## src/source/mux_pkg.sv

```systemverilog
// ==========================================================================
// Client numbering for the arbitration side of the request mux.
// The client index is also the value stamped into the reserved mdata bit.
// ==========================================================================

`default_nettype none

package mux_pkg;

    // Two clients are fixed by the design.
    // The arbiter and the one-bit tag both depend on it
    localparam int NUM_CLIENTS = 2;

    // Client index, used for the last winner and the routing tag
    typedef enum logic {
        CLIENT_0 = 1'b0,
        CLIENT_1 = 1'b1
    } client_e;

endpackage

`default_nettype wire

```

## src/source/mem_req_pkg.sv

```systemverilog
// ==========================================================================
// Field widths and opcodes shared by the request path and the memory
// responder. Modules refer to these by scoped name only.
// ==========================================================================

`default_nettype none

package mem_req_pkg;

    // ======================================================================
    // Request and response fields
    // ======================================================================

    // Word address into the responder RAM
    localparam int ADDR_W = 6;

    // Write data and read response data
    localparam int DATA_W = 32;

    // Opaque client tag, returned unchanged with the response.
    // One bit of it is borrowed by the mux for routing
    localparam int MDATA_W = 8;

    // ======================================================================
    // Opcodes
    // ======================================================================

    // Reads and writes share one request channel
    typedef enum logic {
        MEM_RD = 1'b0,
        MEM_WR = 1'b1
    } mem_op_e;

endpackage

`default_nettype wire
```

## src/source/mem_mux_top.sv

```systemverilog
// ==========================================================================
// Top level of the two-client memory mux. Each client feeds its own
// request buffer, the mux arbitrates and tags, and the responder answers.
// Depths and the reserved mdata bit are set here and passed down.
// ==========================================================================

`timescale 1ns/100ps
`default_nettype none

module mem_mux_top #(
    parameter int BUF_DEPTH          = 8,
    parameter int RSP_DEPTH          = 8,
    parameter int RESERVED_MDATA_IDX = 7
) (
    input  logic                                                   clk,
    input  logic                                                   reset_n,
    input  logic [mux_pkg::NUM_CLIENTS-1:0]                        req_valid,
    input  mem_req_pkg::mem_op_e [mux_pkg::NUM_CLIENTS-1:0]        req_op,
    input  logic [mux_pkg::NUM_CLIENTS-1:0][mem_req_pkg::ADDR_W-1:0]  req_addr,
    input  logic [mux_pkg::NUM_CLIENTS-1:0][mem_req_pkg::DATA_W-1:0]  req_data,
    input  logic [mux_pkg::NUM_CLIENTS-1:0][mem_req_pkg::MDATA_W-1:0] req_mdata,
    output logic [mux_pkg::NUM_CLIENTS-1:0]                        req_almost_full,
    input  logic                                                   rsp_ready,
    output logic [mux_pkg::NUM_CLIENTS-1:0]                        rsp_valid,
    output mem_req_pkg::mem_op_e                                   rsp_op,
    output logic [mem_req_pkg::DATA_W-1:0]                         rsp_data,
    output logic [mem_req_pkg::MDATA_W-1:0]                        rsp_mdata
);

    // Buffer heads and pops, one slot per client
    logic [mux_pkg::NUM_CLIENTS-1:0]                        head_valid;
    mem_req_pkg::mem_op_e [mux_pkg::NUM_CLIENTS-1:0]        head_op;
    logic [mux_pkg::NUM_CLIENTS-1:0][mem_req_pkg::ADDR_W-1:0]  head_addr;
    logic [mux_pkg::NUM_CLIENTS-1:0][mem_req_pkg::DATA_W-1:0]  head_data;
    logic [mux_pkg::NUM_CLIENTS-1:0][mem_req_pkg::MDATA_W-1:0] head_mdata;
    logic [mux_pkg::NUM_CLIENTS-1:0]                        deq;

    // Tagged request and response between the mux and the memory
    logic                            mem_almost_full;
    logic                            mem_valid;
    mem_req_pkg::mem_op_e            mem_op;
    logic [mem_req_pkg::ADDR_W-1:0]  mem_addr;
    logic [mem_req_pkg::DATA_W-1:0]  mem_data;
    logic [mem_req_pkg::MDATA_W-1:0] mem_mdata;
    logic                            mem_rsp_valid;
    mem_req_pkg::mem_op_e            mem_rsp_op;
    logic [mem_req_pkg::DATA_W-1:0]  mem_rsp_data;
    logic [mem_req_pkg::MDATA_W-1:0] mem_rsp_mdata;

    req_buffer #(.BUF_DEPTH(BUF_DEPTH)) buf0 (
        .clk, .reset_n,
        .wr_valid(req_valid[0]), .wr_op(req_op[0]), .wr_addr(req_addr[0]),
        .wr_data(req_data[0]), .wr_mdata(req_mdata[0]),
        .almost_full(req_almost_full[0]),
        .head_valid(head_valid[0]), .head_op(head_op[0]), .head_addr(head_addr[0]),
        .head_data(head_data[0]), .head_mdata(head_mdata[0]),
        .deq(deq[0])
    );

    req_buffer #(.BUF_DEPTH(BUF_DEPTH)) buf1 (
        .clk, .reset_n,
        .wr_valid(req_valid[1]), .wr_op(req_op[1]), .wr_addr(req_addr[1]),
        .wr_data(req_data[1]), .wr_mdata(req_mdata[1]),
        .almost_full(req_almost_full[1]),
        .head_valid(head_valid[1]), .head_op(head_op[1]), .head_addr(head_addr[1]),
        .head_data(head_data[1]), .head_mdata(head_mdata[1]),
        .deq(deq[1])
    );

    req_mux #(.RESERVED_MDATA_IDX(RESERVED_MDATA_IDX)) mux0 (
        .clk, .reset_n,
        .head_valid, .head_op, .head_addr, .head_data, .head_mdata, .deq,
        .mem_almost_full, .mem_valid, .mem_op, .mem_addr, .mem_data, .mem_mdata,
        .mem_rsp_valid, .mem_rsp_op, .mem_rsp_data, .mem_rsp_mdata,
        .rsp_valid, .rsp_op, .rsp_data, .rsp_mdata
    );

    mem_responder #(.RSP_DEPTH(RSP_DEPTH)) mem0 (
        .clk, .reset_n,
        .mem_valid, .mem_op, .mem_addr, .mem_data, .mem_mdata, .mem_almost_full,
        .mem_rsp_valid, .mem_rsp_op, .mem_rsp_data, .mem_rsp_mdata,
        .rsp_ready
    );

endmodule

`default_nettype wire

```

## src/source/mem_responder.sv

```systemverilog
// ==========================================================================
// Memory model behind the mux. Each request is registered, the RAM is
// read or written in the next cycle and the answer goes into a response
// queue that drains whenever rsp_ready is high. mem_almost_full holds the
// mux off early enough for everything already in flight to fit.
// ==========================================================================

`timescale 1ns/100ps
`default_nettype none

module mem_responder #(
    parameter int RSP_DEPTH = 8
) (
    input  logic                               clk,
    input  logic                               reset_n,
    input  logic                               mem_valid,
    input  mem_req_pkg::mem_op_e               mem_op,
    input  logic [mem_req_pkg::ADDR_W-1:0]     mem_addr,
    input  logic [mem_req_pkg::DATA_W-1:0]     mem_data,
    input  logic [mem_req_pkg::MDATA_W-1:0]    mem_mdata,
    output logic                               mem_almost_full,
    output logic                               mem_rsp_valid,
    output mem_req_pkg::mem_op_e               mem_rsp_op,
    output logic [mem_req_pkg::DATA_W-1:0]     mem_rsp_data,
    output logic [mem_req_pkg::MDATA_W-1:0]    mem_rsp_mdata,
    input  logic                               rsp_ready
);

    localparam int WORDS = 2 ** mem_req_pkg::ADDR_W;
    localparam int PTR_W = $clog2(RSP_DEPTH);
    localparam int CNT_W = $clog2(RSP_DEPTH + 1);

    // ======================================================================
    // Request stage and RAM
    // ======================================================================

    logic                            s1_valid;
    mem_req_pkg::mem_op_e            s1_op;
    logic [mem_req_pkg::ADDR_W-1:0]  s1_addr;
    logic [mem_req_pkg::DATA_W-1:0]  s1_data;
    logic [mem_req_pkg::MDATA_W-1:0] s1_mdata;

    logic [mem_req_pkg::DATA_W-1:0]  ram [WORDS];
    logic [mem_req_pkg::DATA_W-1:0]  s1_rsp_data;

    always_ff @(posedge clk)
    begin
        if (!reset_n)
            s1_valid <= 1'b0;
        else
            s1_valid <= mem_valid;
        s1_op    <= mem_op;
        s1_addr  <= mem_addr;
        s1_data  <= mem_data;
        s1_mdata <= mem_mdata;
    end

    // The RAM starts out as all zeros, so unwritten words read back 0
    always_ff @(posedge clk)
    begin
        if (!reset_n)
        begin
            for (int i = 0; i < WORDS; i++)
                ram[i] <= '0;
        end
        else if (s1_valid && s1_op == mem_req_pkg::MEM_WR)
            ram[s1_addr] <= s1_data;
    end

    // A read answers with the stored word, a write answers with 0
    assign s1_rsp_data = (s1_op == mem_req_pkg::MEM_RD) ? ram[s1_addr] : '0;

    // ======================================================================
    // Response queue
    // ======================================================================

    mem_req_pkg::mem_op_e            q_op    [RSP_DEPTH];
    logic [mem_req_pkg::DATA_W-1:0]  q_data  [RSP_DEPTH];
    logic [mem_req_pkg::MDATA_W-1:0] q_mdata [RSP_DEPTH];

    logic [PTR_W-1:0] wr_ptr;
    logic [PTR_W-1:0] rd_ptr;
    logic [CNT_W-1:0] count;
    logic             pop;

    function automatic logic [PTR_W-1:0] ptr_inc(input logic [PTR_W-1:0] ptr);
        return (ptr == PTR_W'(RSP_DEPTH - 1)) ? '0 : ptr + PTR_W'(1);
    endfunction

    assign pop = mem_rsp_valid && rsp_ready;

    // The response keeps the full mdata, routing bit included
    always_ff @(posedge clk)
    begin
        if (s1_valid)
        begin
            q_op[wr_ptr]    <= s1_op;
            q_data[wr_ptr]  <= s1_rsp_data;
            q_mdata[wr_ptr] <= s1_mdata;
        end
    end

    always_ff @(posedge clk)
    begin
        if (!reset_n)
        begin
            wr_ptr <= '0;
            rd_ptr <= '0;
            count  <= '0;
        end
        else
        begin
            if (s1_valid)
                wr_ptr <= ptr_inc(wr_ptr);
            if (pop)
                rd_ptr <= ptr_inc(rd_ptr);
            case ({s1_valid, pop})
                2'b10:   count <= count + CNT_W'(1);
                2'b01:   count <= count - CNT_W'(1);
                default: count <= count;
            endcase
        end
    end

    // Three free entries cover a grant in progress, the issue register
    // and the RAM stage, so a write into a full queue cannot happen
    assign mem_almost_full = (count >= CNT_W'(RSP_DEPTH - 3));

    assign mem_rsp_valid = (count != '0);
    assign mem_rsp_op    = q_op[rd_ptr];
    assign mem_rsp_data  = q_data[rd_ptr];
    assign mem_rsp_mdata = q_mdata[rd_ptr];

endmodule

`default_nettype wire

```

## src/source/req_mux.sv

```systemverilog
// ==========================================================================
// Two-client request mux. Picks one buffered head per cycle by round robin,
// stamps the winner index into the reserved mdata bit and registers the
// request toward the memory. Responses are steered back by that bit,
// which is cleared again before the clients see the tag.
// ==========================================================================

`timescale 1ns/100ps
`default_nettype none

module req_mux #(
    parameter int RESERVED_MDATA_IDX = 7
) (
    input  logic                                                   clk,
    input  logic                                                   reset_n,

    // Buffered heads, one slot per client
    input  logic [mux_pkg::NUM_CLIENTS-1:0]                        head_valid,
    input  mem_req_pkg::mem_op_e [mux_pkg::NUM_CLIENTS-1:0]        head_op,
    input  logic [mux_pkg::NUM_CLIENTS-1:0][mem_req_pkg::ADDR_W-1:0]  head_addr,
    input  logic [mux_pkg::NUM_CLIENTS-1:0][mem_req_pkg::DATA_W-1:0]  head_data,
    input  logic [mux_pkg::NUM_CLIENTS-1:0][mem_req_pkg::MDATA_W-1:0] head_mdata,
    output logic [mux_pkg::NUM_CLIENTS-1:0]                        deq,

    // Request toward the memory responder
    input  logic                                                   mem_almost_full,
    output logic                                                   mem_valid,
    output mem_req_pkg::mem_op_e                                   mem_op,
    output logic [mem_req_pkg::ADDR_W-1:0]                         mem_addr,
    output logic [mem_req_pkg::DATA_W-1:0]                         mem_data,
    output logic [mem_req_pkg::MDATA_W-1:0]                        mem_mdata,

    // Tagged response from the memory responder
    input  logic                                                   mem_rsp_valid,
    input  mem_req_pkg::mem_op_e                                   mem_rsp_op,
    input  logic [mem_req_pkg::DATA_W-1:0]                         mem_rsp_data,
    input  logic [mem_req_pkg::MDATA_W-1:0]                        mem_rsp_mdata,

    // Untagged response, broadcast with a per-client valid
    output logic [mux_pkg::NUM_CLIENTS-1:0]                        rsp_valid,
    output mem_req_pkg::mem_op_e                                   rsp_op,
    output logic [mem_req_pkg::DATA_W-1:0]                         rsp_data,
    output logic [mem_req_pkg::MDATA_W-1:0]                        rsp_mdata
);

    // ======================================================================
    // Arbitration
    // ======================================================================

    // Client that won the most recent grant
    mux_pkg::client_e last_winner;
    mux_pkg::client_e winner;
    logic             grant;

    // A grant happens whenever some head is waiting and the memory has room
    assign grant = (|head_valid) && !mem_almost_full;

    // With two clients round robin reduces to one term.
    // Client 1 wins when alone, or when both ask and client 0 won last
    assign winner = (head_valid[1] && (!head_valid[0] || last_winner == mux_pkg::CLIENT_0))
                    ? mux_pkg::CLIENT_1 : mux_pkg::CLIENT_0;

    // Reset to client 1 so that client 0 takes the first contention
    always_ff @(posedge clk)
    begin
        if (!reset_n)
            last_winner <= mux_pkg::CLIENT_1;
        else if (grant)
            last_winner <= winner;
    end

    // Pop the winning head, its next entry shows after the edge
    assign deq[0] = grant && (winner == mux_pkg::CLIENT_0);
    assign deq[1] = grant && (winner == mux_pkg::CLIENT_1);

    // ======================================================================
    // Issue register
    // ======================================================================

    // Winner's mdata with the routing bit set to its index.
    // Clients must send that bit as 0
    logic [mem_req_pkg::MDATA_W-1:0] win_mdata;

    always_comb
    begin
        win_mdata = head_mdata[winner];
        win_mdata[RESERVED_MDATA_IDX] = winner;
    end

    always_ff @(posedge clk)
    begin
        if (!reset_n)
            mem_valid <= 1'b0;
        else
            mem_valid <= grant;
    end

    // Payload only matters when mem_valid is set
    always_ff @(posedge clk)
    begin
        if (grant)
        begin
            mem_op    <= head_op[winner];
            mem_addr  <= head_addr[winner];
            mem_data  <= head_data[winner];
            mem_mdata <= win_mdata;
        end
    end

    // ======================================================================
    // Response routing
    // ======================================================================

    // The tag bit names the client that issued the request
    mux_pkg::client_e rsp_tag;
    assign rsp_tag = mux_pkg::client_e'(mem_rsp_mdata[RESERVED_MDATA_IDX]);

    assign rsp_valid[0] = mem_rsp_valid && (rsp_tag == mux_pkg::CLIENT_0);
    assign rsp_valid[1] = mem_rsp_valid && (rsp_tag == mux_pkg::CLIENT_1);

    // Op and data go to both clients, only the valid is steered
    assign rsp_op   = mem_rsp_op;
    assign rsp_data = mem_rsp_data;

    // Give the reserved bit back as the 0 that the client sent
    always_comb
    begin
        rsp_mdata = mem_rsp_mdata;
        rsp_mdata[RESERVED_MDATA_IDX] = 1'b0;
    end

endmodule

`default_nettype wire

```

## src/source/req_buffer.sv

```systemverilog
// ==========================================================================
// Request FIFO for one client. The client writes while almost_full is low,
// and the mux pops the head with deq when that client wins arbitration.
// The head is shown combinationally from storage; there is no bypass.
// ==========================================================================

`timescale 1ns/100ps
`default_nettype none

module req_buffer #(
    parameter int BUF_DEPTH = 8
) (
    input  logic                               clk,
    input  logic                               reset_n,
    input  logic                               wr_valid,
    input  mem_req_pkg::mem_op_e               wr_op,
    input  logic [mem_req_pkg::ADDR_W-1:0]     wr_addr,
    input  logic [mem_req_pkg::DATA_W-1:0]     wr_data,
    input  logic [mem_req_pkg::MDATA_W-1:0]    wr_mdata,
    output logic                               almost_full,
    output logic                               head_valid,
    output mem_req_pkg::mem_op_e               head_op,
    output logic [mem_req_pkg::ADDR_W-1:0]     head_addr,
    output logic [mem_req_pkg::DATA_W-1:0]     head_data,
    output logic [mem_req_pkg::MDATA_W-1:0]    head_mdata,
    input  logic                               deq
);

    localparam int PTR_W = $clog2(BUF_DEPTH);
    localparam int CNT_W = $clog2(BUF_DEPTH + 1);

    // Entry storage, one array per request field
    mem_req_pkg::mem_op_e            op_q    [BUF_DEPTH];
    logic [mem_req_pkg::ADDR_W-1:0]  addr_q  [BUF_DEPTH];
    logic [mem_req_pkg::DATA_W-1:0]  data_q  [BUF_DEPTH];
    logic [mem_req_pkg::MDATA_W-1:0] mdata_q [BUF_DEPTH];

    logic [PTR_W-1:0] wr_ptr;
    logic [PTR_W-1:0] rd_ptr;
    logic [CNT_W-1:0] count;

    // Pointers wrap at BUF_DEPTH, which need not be a power of two
    function automatic logic [PTR_W-1:0] ptr_inc(input logic [PTR_W-1:0] ptr);
        return (ptr == PTR_W'(BUF_DEPTH - 1)) ? '0 : ptr + PTR_W'(1);
    endfunction

    always_ff @(posedge clk)
    begin
        if (wr_valid)
        begin
            op_q[wr_ptr]    <= wr_op;
            addr_q[wr_ptr]  <= wr_addr;
            data_q[wr_ptr]  <= wr_data;
            mdata_q[wr_ptr] <= wr_mdata;
        end
    end

    // The mux only pops a valid head, so deq never sees an empty FIFO
    always_ff @(posedge clk)
    begin
        if (!reset_n)
        begin
            wr_ptr <= '0;
            rd_ptr <= '0;
            count  <= '0;
        end
        else
        begin
            if (wr_valid)
                wr_ptr <= ptr_inc(wr_ptr);
            if (deq)
                rd_ptr <= ptr_inc(rd_ptr);
            case ({wr_valid, deq})
                2'b10:   count <= count + CNT_W'(1);
                2'b01:   count <= count - CNT_W'(1);
                default: count <= count;
            endcase
        end
    end

    // Two free entries of slack cover the client's one cycle of latency
    assign almost_full = (count >= CNT_W'(BUF_DEPTH - 2));

    assign head_valid = (count != '0);
    assign head_op    = op_q[rd_ptr];
    assign head_addr  = addr_q[rd_ptr];
    assign head_data  = data_q[rd_ptr];
    assign head_mdata = mdata_q[rd_ptr];

endmodule

`default_nettype wire

```

## config.mk

```make
export PLATFORM = sky130hd
export DESIGN_NAME = mem_mux_top
export DESIGN_NICKNAME = d
export VERILOG_FILES = /design/src/source/mux_pkg.sv /design/src/source/mem_req_pkg.sv /design/src/source/mem_mux_top.sv /design/src/source/mem_responder.sv /design/src/source/req_mux.sv /design/src/source/req_buffer.sv
export SDC_FILE = /design/constraint.sdc
export NUM_CORES = 2
export LEC_CHECK = 0
export BUFFER_PORTS_ARGS = -buffer_cell sky130_fd_sc_hd__buf_2
export CORE_MARGIN = 2
export CORE_UTILIZATION = 40
export CTS_CLUSTER_SIZE = 10
export DETAILED_ROUTE_END_ITERATION = 16
export PLACE_DENSITY = 0.62
export SLEW_MARGIN = 20
export SYNTH_ARGS = -nofsm -noshare
export SYNTH_HDL_FRONTEND = slang
export SYNTH_HIERARCHICAL = 1
export SYNTH_SLANG_ARGS = --single-unit
```

## constraint.sdc

```tcl
create_clock -name clk -period 8.2 [get_ports clk]
set_clock_uncertainty 0.15 [all_clocks]
set_input_delay 1.64 -clock clk [delete_from_list [all_inputs] [get_ports clk]]
set_output_delay 1.64 -clock clk [all_outputs]
set_load 0.01 [all_outputs]
```

==> results.cfg <==
[cts]
cts_buffers = 369
cts_hold_buf = 0
postCtsSetupRepairBufs = 0
tritoncts = yes
ctsResizeCount = 0
htreeDepth = 5
path_clk_slew_ps = 60
cts_sinks = 3248
clockBufferDepth = 4
clk_latency_ps = 930
root_buffer = clkbuf_16

[logic_synthesis]
avgSynthCellArea_um2 = 15.44
synth.cell_area_mm2 = 0.1383
synth_nets = 9077
syn_inst = 8957
yosys_warnings = 6

[finish]
nets = 8917
drive_above_1_share = 0.1784
area_delta_synth_final_pct = 11.33

[run]
maxCapViolations = 0

[route]
wirelength_um = 388700
drt_iter0_drc = 10280
wire_per_inst_um = 28.82
ant_nets = 0
via_count = 79210
drtPass1Iterations = 6
drc = 0
routed_via_density = 5.872

[timing]
hold_viol = 0
setup_viol = 0
drv_slew = 0
rsz0062_at_grt = false
fin_ws_ps = 2593
worst_pin_slew_ps = 1176
fin_crit_sh = 0.6838
tns_ps = 0
max-slew-margin-rel = 0.2162
fmax_ghz = 0.1784
post-route-min-period_ps = 5607

[outcome]
status = complete, no violations

[power_and_ir_drop]
power_switching_mw = 18.08
p_total_mw = 50.54
power.leakage_nw = 52.57
intPower_mw = 32.46
power.share.clock = 0.284
swShare = 0.3577
combPwrFrac = 0.310
p_seq_frac = 0.405
power.density_mw_per_mm2 = 328.3
irDropWorstVdd_mv = 0.3794

[floorplanning]
start_util = 0.4026
row_count = 215
coreArea_mm2 = 0.3435
fp.dieW_um = 592.0
dieArea_mm2 = 0.3505
die_h_um = 592.0
io_pins = 144

[global_route]
grt_antenna_before_repair = 45
first_global_vias = 78800
grt_max_degree = 141
grt_usage = 0.2172
grt_first_pass_wirelength_um = 556900
overflow = 0

[worst_setup_path]
cp.depth = 8
cp.required_ps = 8590
slowest_stage = nand4_1
worstSetupStartpointType = flip-flop
worstReg2RegEnd = mem0/q_data[1][13]
path_buf_inv = 2
cpPeakStageDelay_ps = 860
crit_family = compound AO/OA/AOI/OAI gates
timing.rr.start = mem0/s1_addr[1]
crit_chain = buf_4, nor2_4, buf_4, a221oi_1, nor2_1, o21ai_0, nand4_1, o31a_1
cpMostUsedCell = buf_4
critPathArrivalTime_ps = 6000
r2r_cells = 8
crit_path_max_fanout = 44
crit_path_end_kind = flip-flop
regToRegSetupSlack_ps = 2590
critPathKind = flip-flop to flip-flop

[placed_design]
pre_cts_ws_ps = 2452
port_buffers = 140
dp_hpwl_um = 213400
place_congestion = 0.8610

[hold_path]
hold_depth = 0
hp-start = mux0/mem_data[4]
holdCritPathClass = flip-flop to flip-flop
hold_end = mem0/s1_data[4]
[sequential cells by signal, summed over array words and instances (netlist names), 8 cells and up, named ones only]
register        cells
buf1/addr_q        48
mem0/q_mdata       64
buf0/op_q           8
buf0/addr_q        48
mem0/s1_data       32
buf1/data_q       256
buf0/mdata_q       56
buf1/mdata_q       56
mux0/mem_data      32
mux0/mem_mdata      8
buf1/op_q           8
mem0/ram         2048
mem0/q_data       256
mem0/q_op           8
mem0/s1_mdata       8
buf0/data_q       256
[metrics by stage]
stage            util  std cells  area, µm²  hold slack [ps]
3_3_place_gp   0.4186      12980     143800            174.1
5_1_grt        0.4481      13480     153900            188.4
2_1_floorplan       -       8957     138300            173.3
4_1_cts        0.4479      13480     153900            187.2
6_report       0.4482      13490     154000            187.7
3_5_place_dp   0.4188      12980     143900            177.6
[routing by layer]
layer  global-route usage  wire (µm)
met2               0.3416     180400
met5                    0        126
met4              0.09126      17380
met3              0.04258      35740
met1               0.2951     155000
[worst reg2reg max path, delay by kind of cell, from the launching register on]
family	cells	cell delay (ps)
buffers and inverters	2	1110
DFF	1	790
AOI/OAI and AO/OA	3	1870
and+or+nand+nor	3	1310
[worst max-delay path by stage]
stage	start	end	slack, ps
after global placement	reset_n	mem0/ram[26][13]	2470
after detailed placement	reset_n	mem0/ram[26][13]	2450
after global routing	mem0/s1_addr[1]	mem0/q_data[1][13]	2530
final	mem0/s1_addr[1]	mem0/q_data[1][13]	2590
after floorplan	req_valid[0]	buf0/addr_q[0][0]	2650
after CTS	flip-flop	rsp_data[15]	2510
[layout by cell type, fill, tap and decap left out, drive strengths merged, types with 31 or more instances in the layout]
cell,n
nor2,353
dfxtp,89
o22ai,49
mux4,275
nand2,54
buf,398
mux2,306
a22oi,146
o21ai,304
mux2i,143
a221o,53
edfxtp,3159
and3,99
a21oi,132
and2,1968
a22o,31
a221oi,516
clkbuf,478
[area by class of cell]
type,count,area [µm²]
Fill cell,29510,189600
Sequential cell,3248,96730
Multi-Input combinational cell,4768,38570
Clock buffer,477,9767
Tap cell,4557,5702
Timing Repair Buffer,399,2897
Clock inverter,19,209.0
Inverter,11,53.80
Antenna cell,10,25.02
[power groups by stage]
stage | sequential (mW) | combinational [mW] | clock, mW
final | 20.5 | 15.7 | 14.4
after global routing | 20.6 | 16.3 | 15.2
after CTS | 20.5 | 15.4 | 14.6
after detailed placement | 20.9 | 15.4 | 0
after global placement | 20.8 | 15.2 | 0
after floorplan | 20.2 | 9.59 | 0
(Power assumes the default switching activity.)
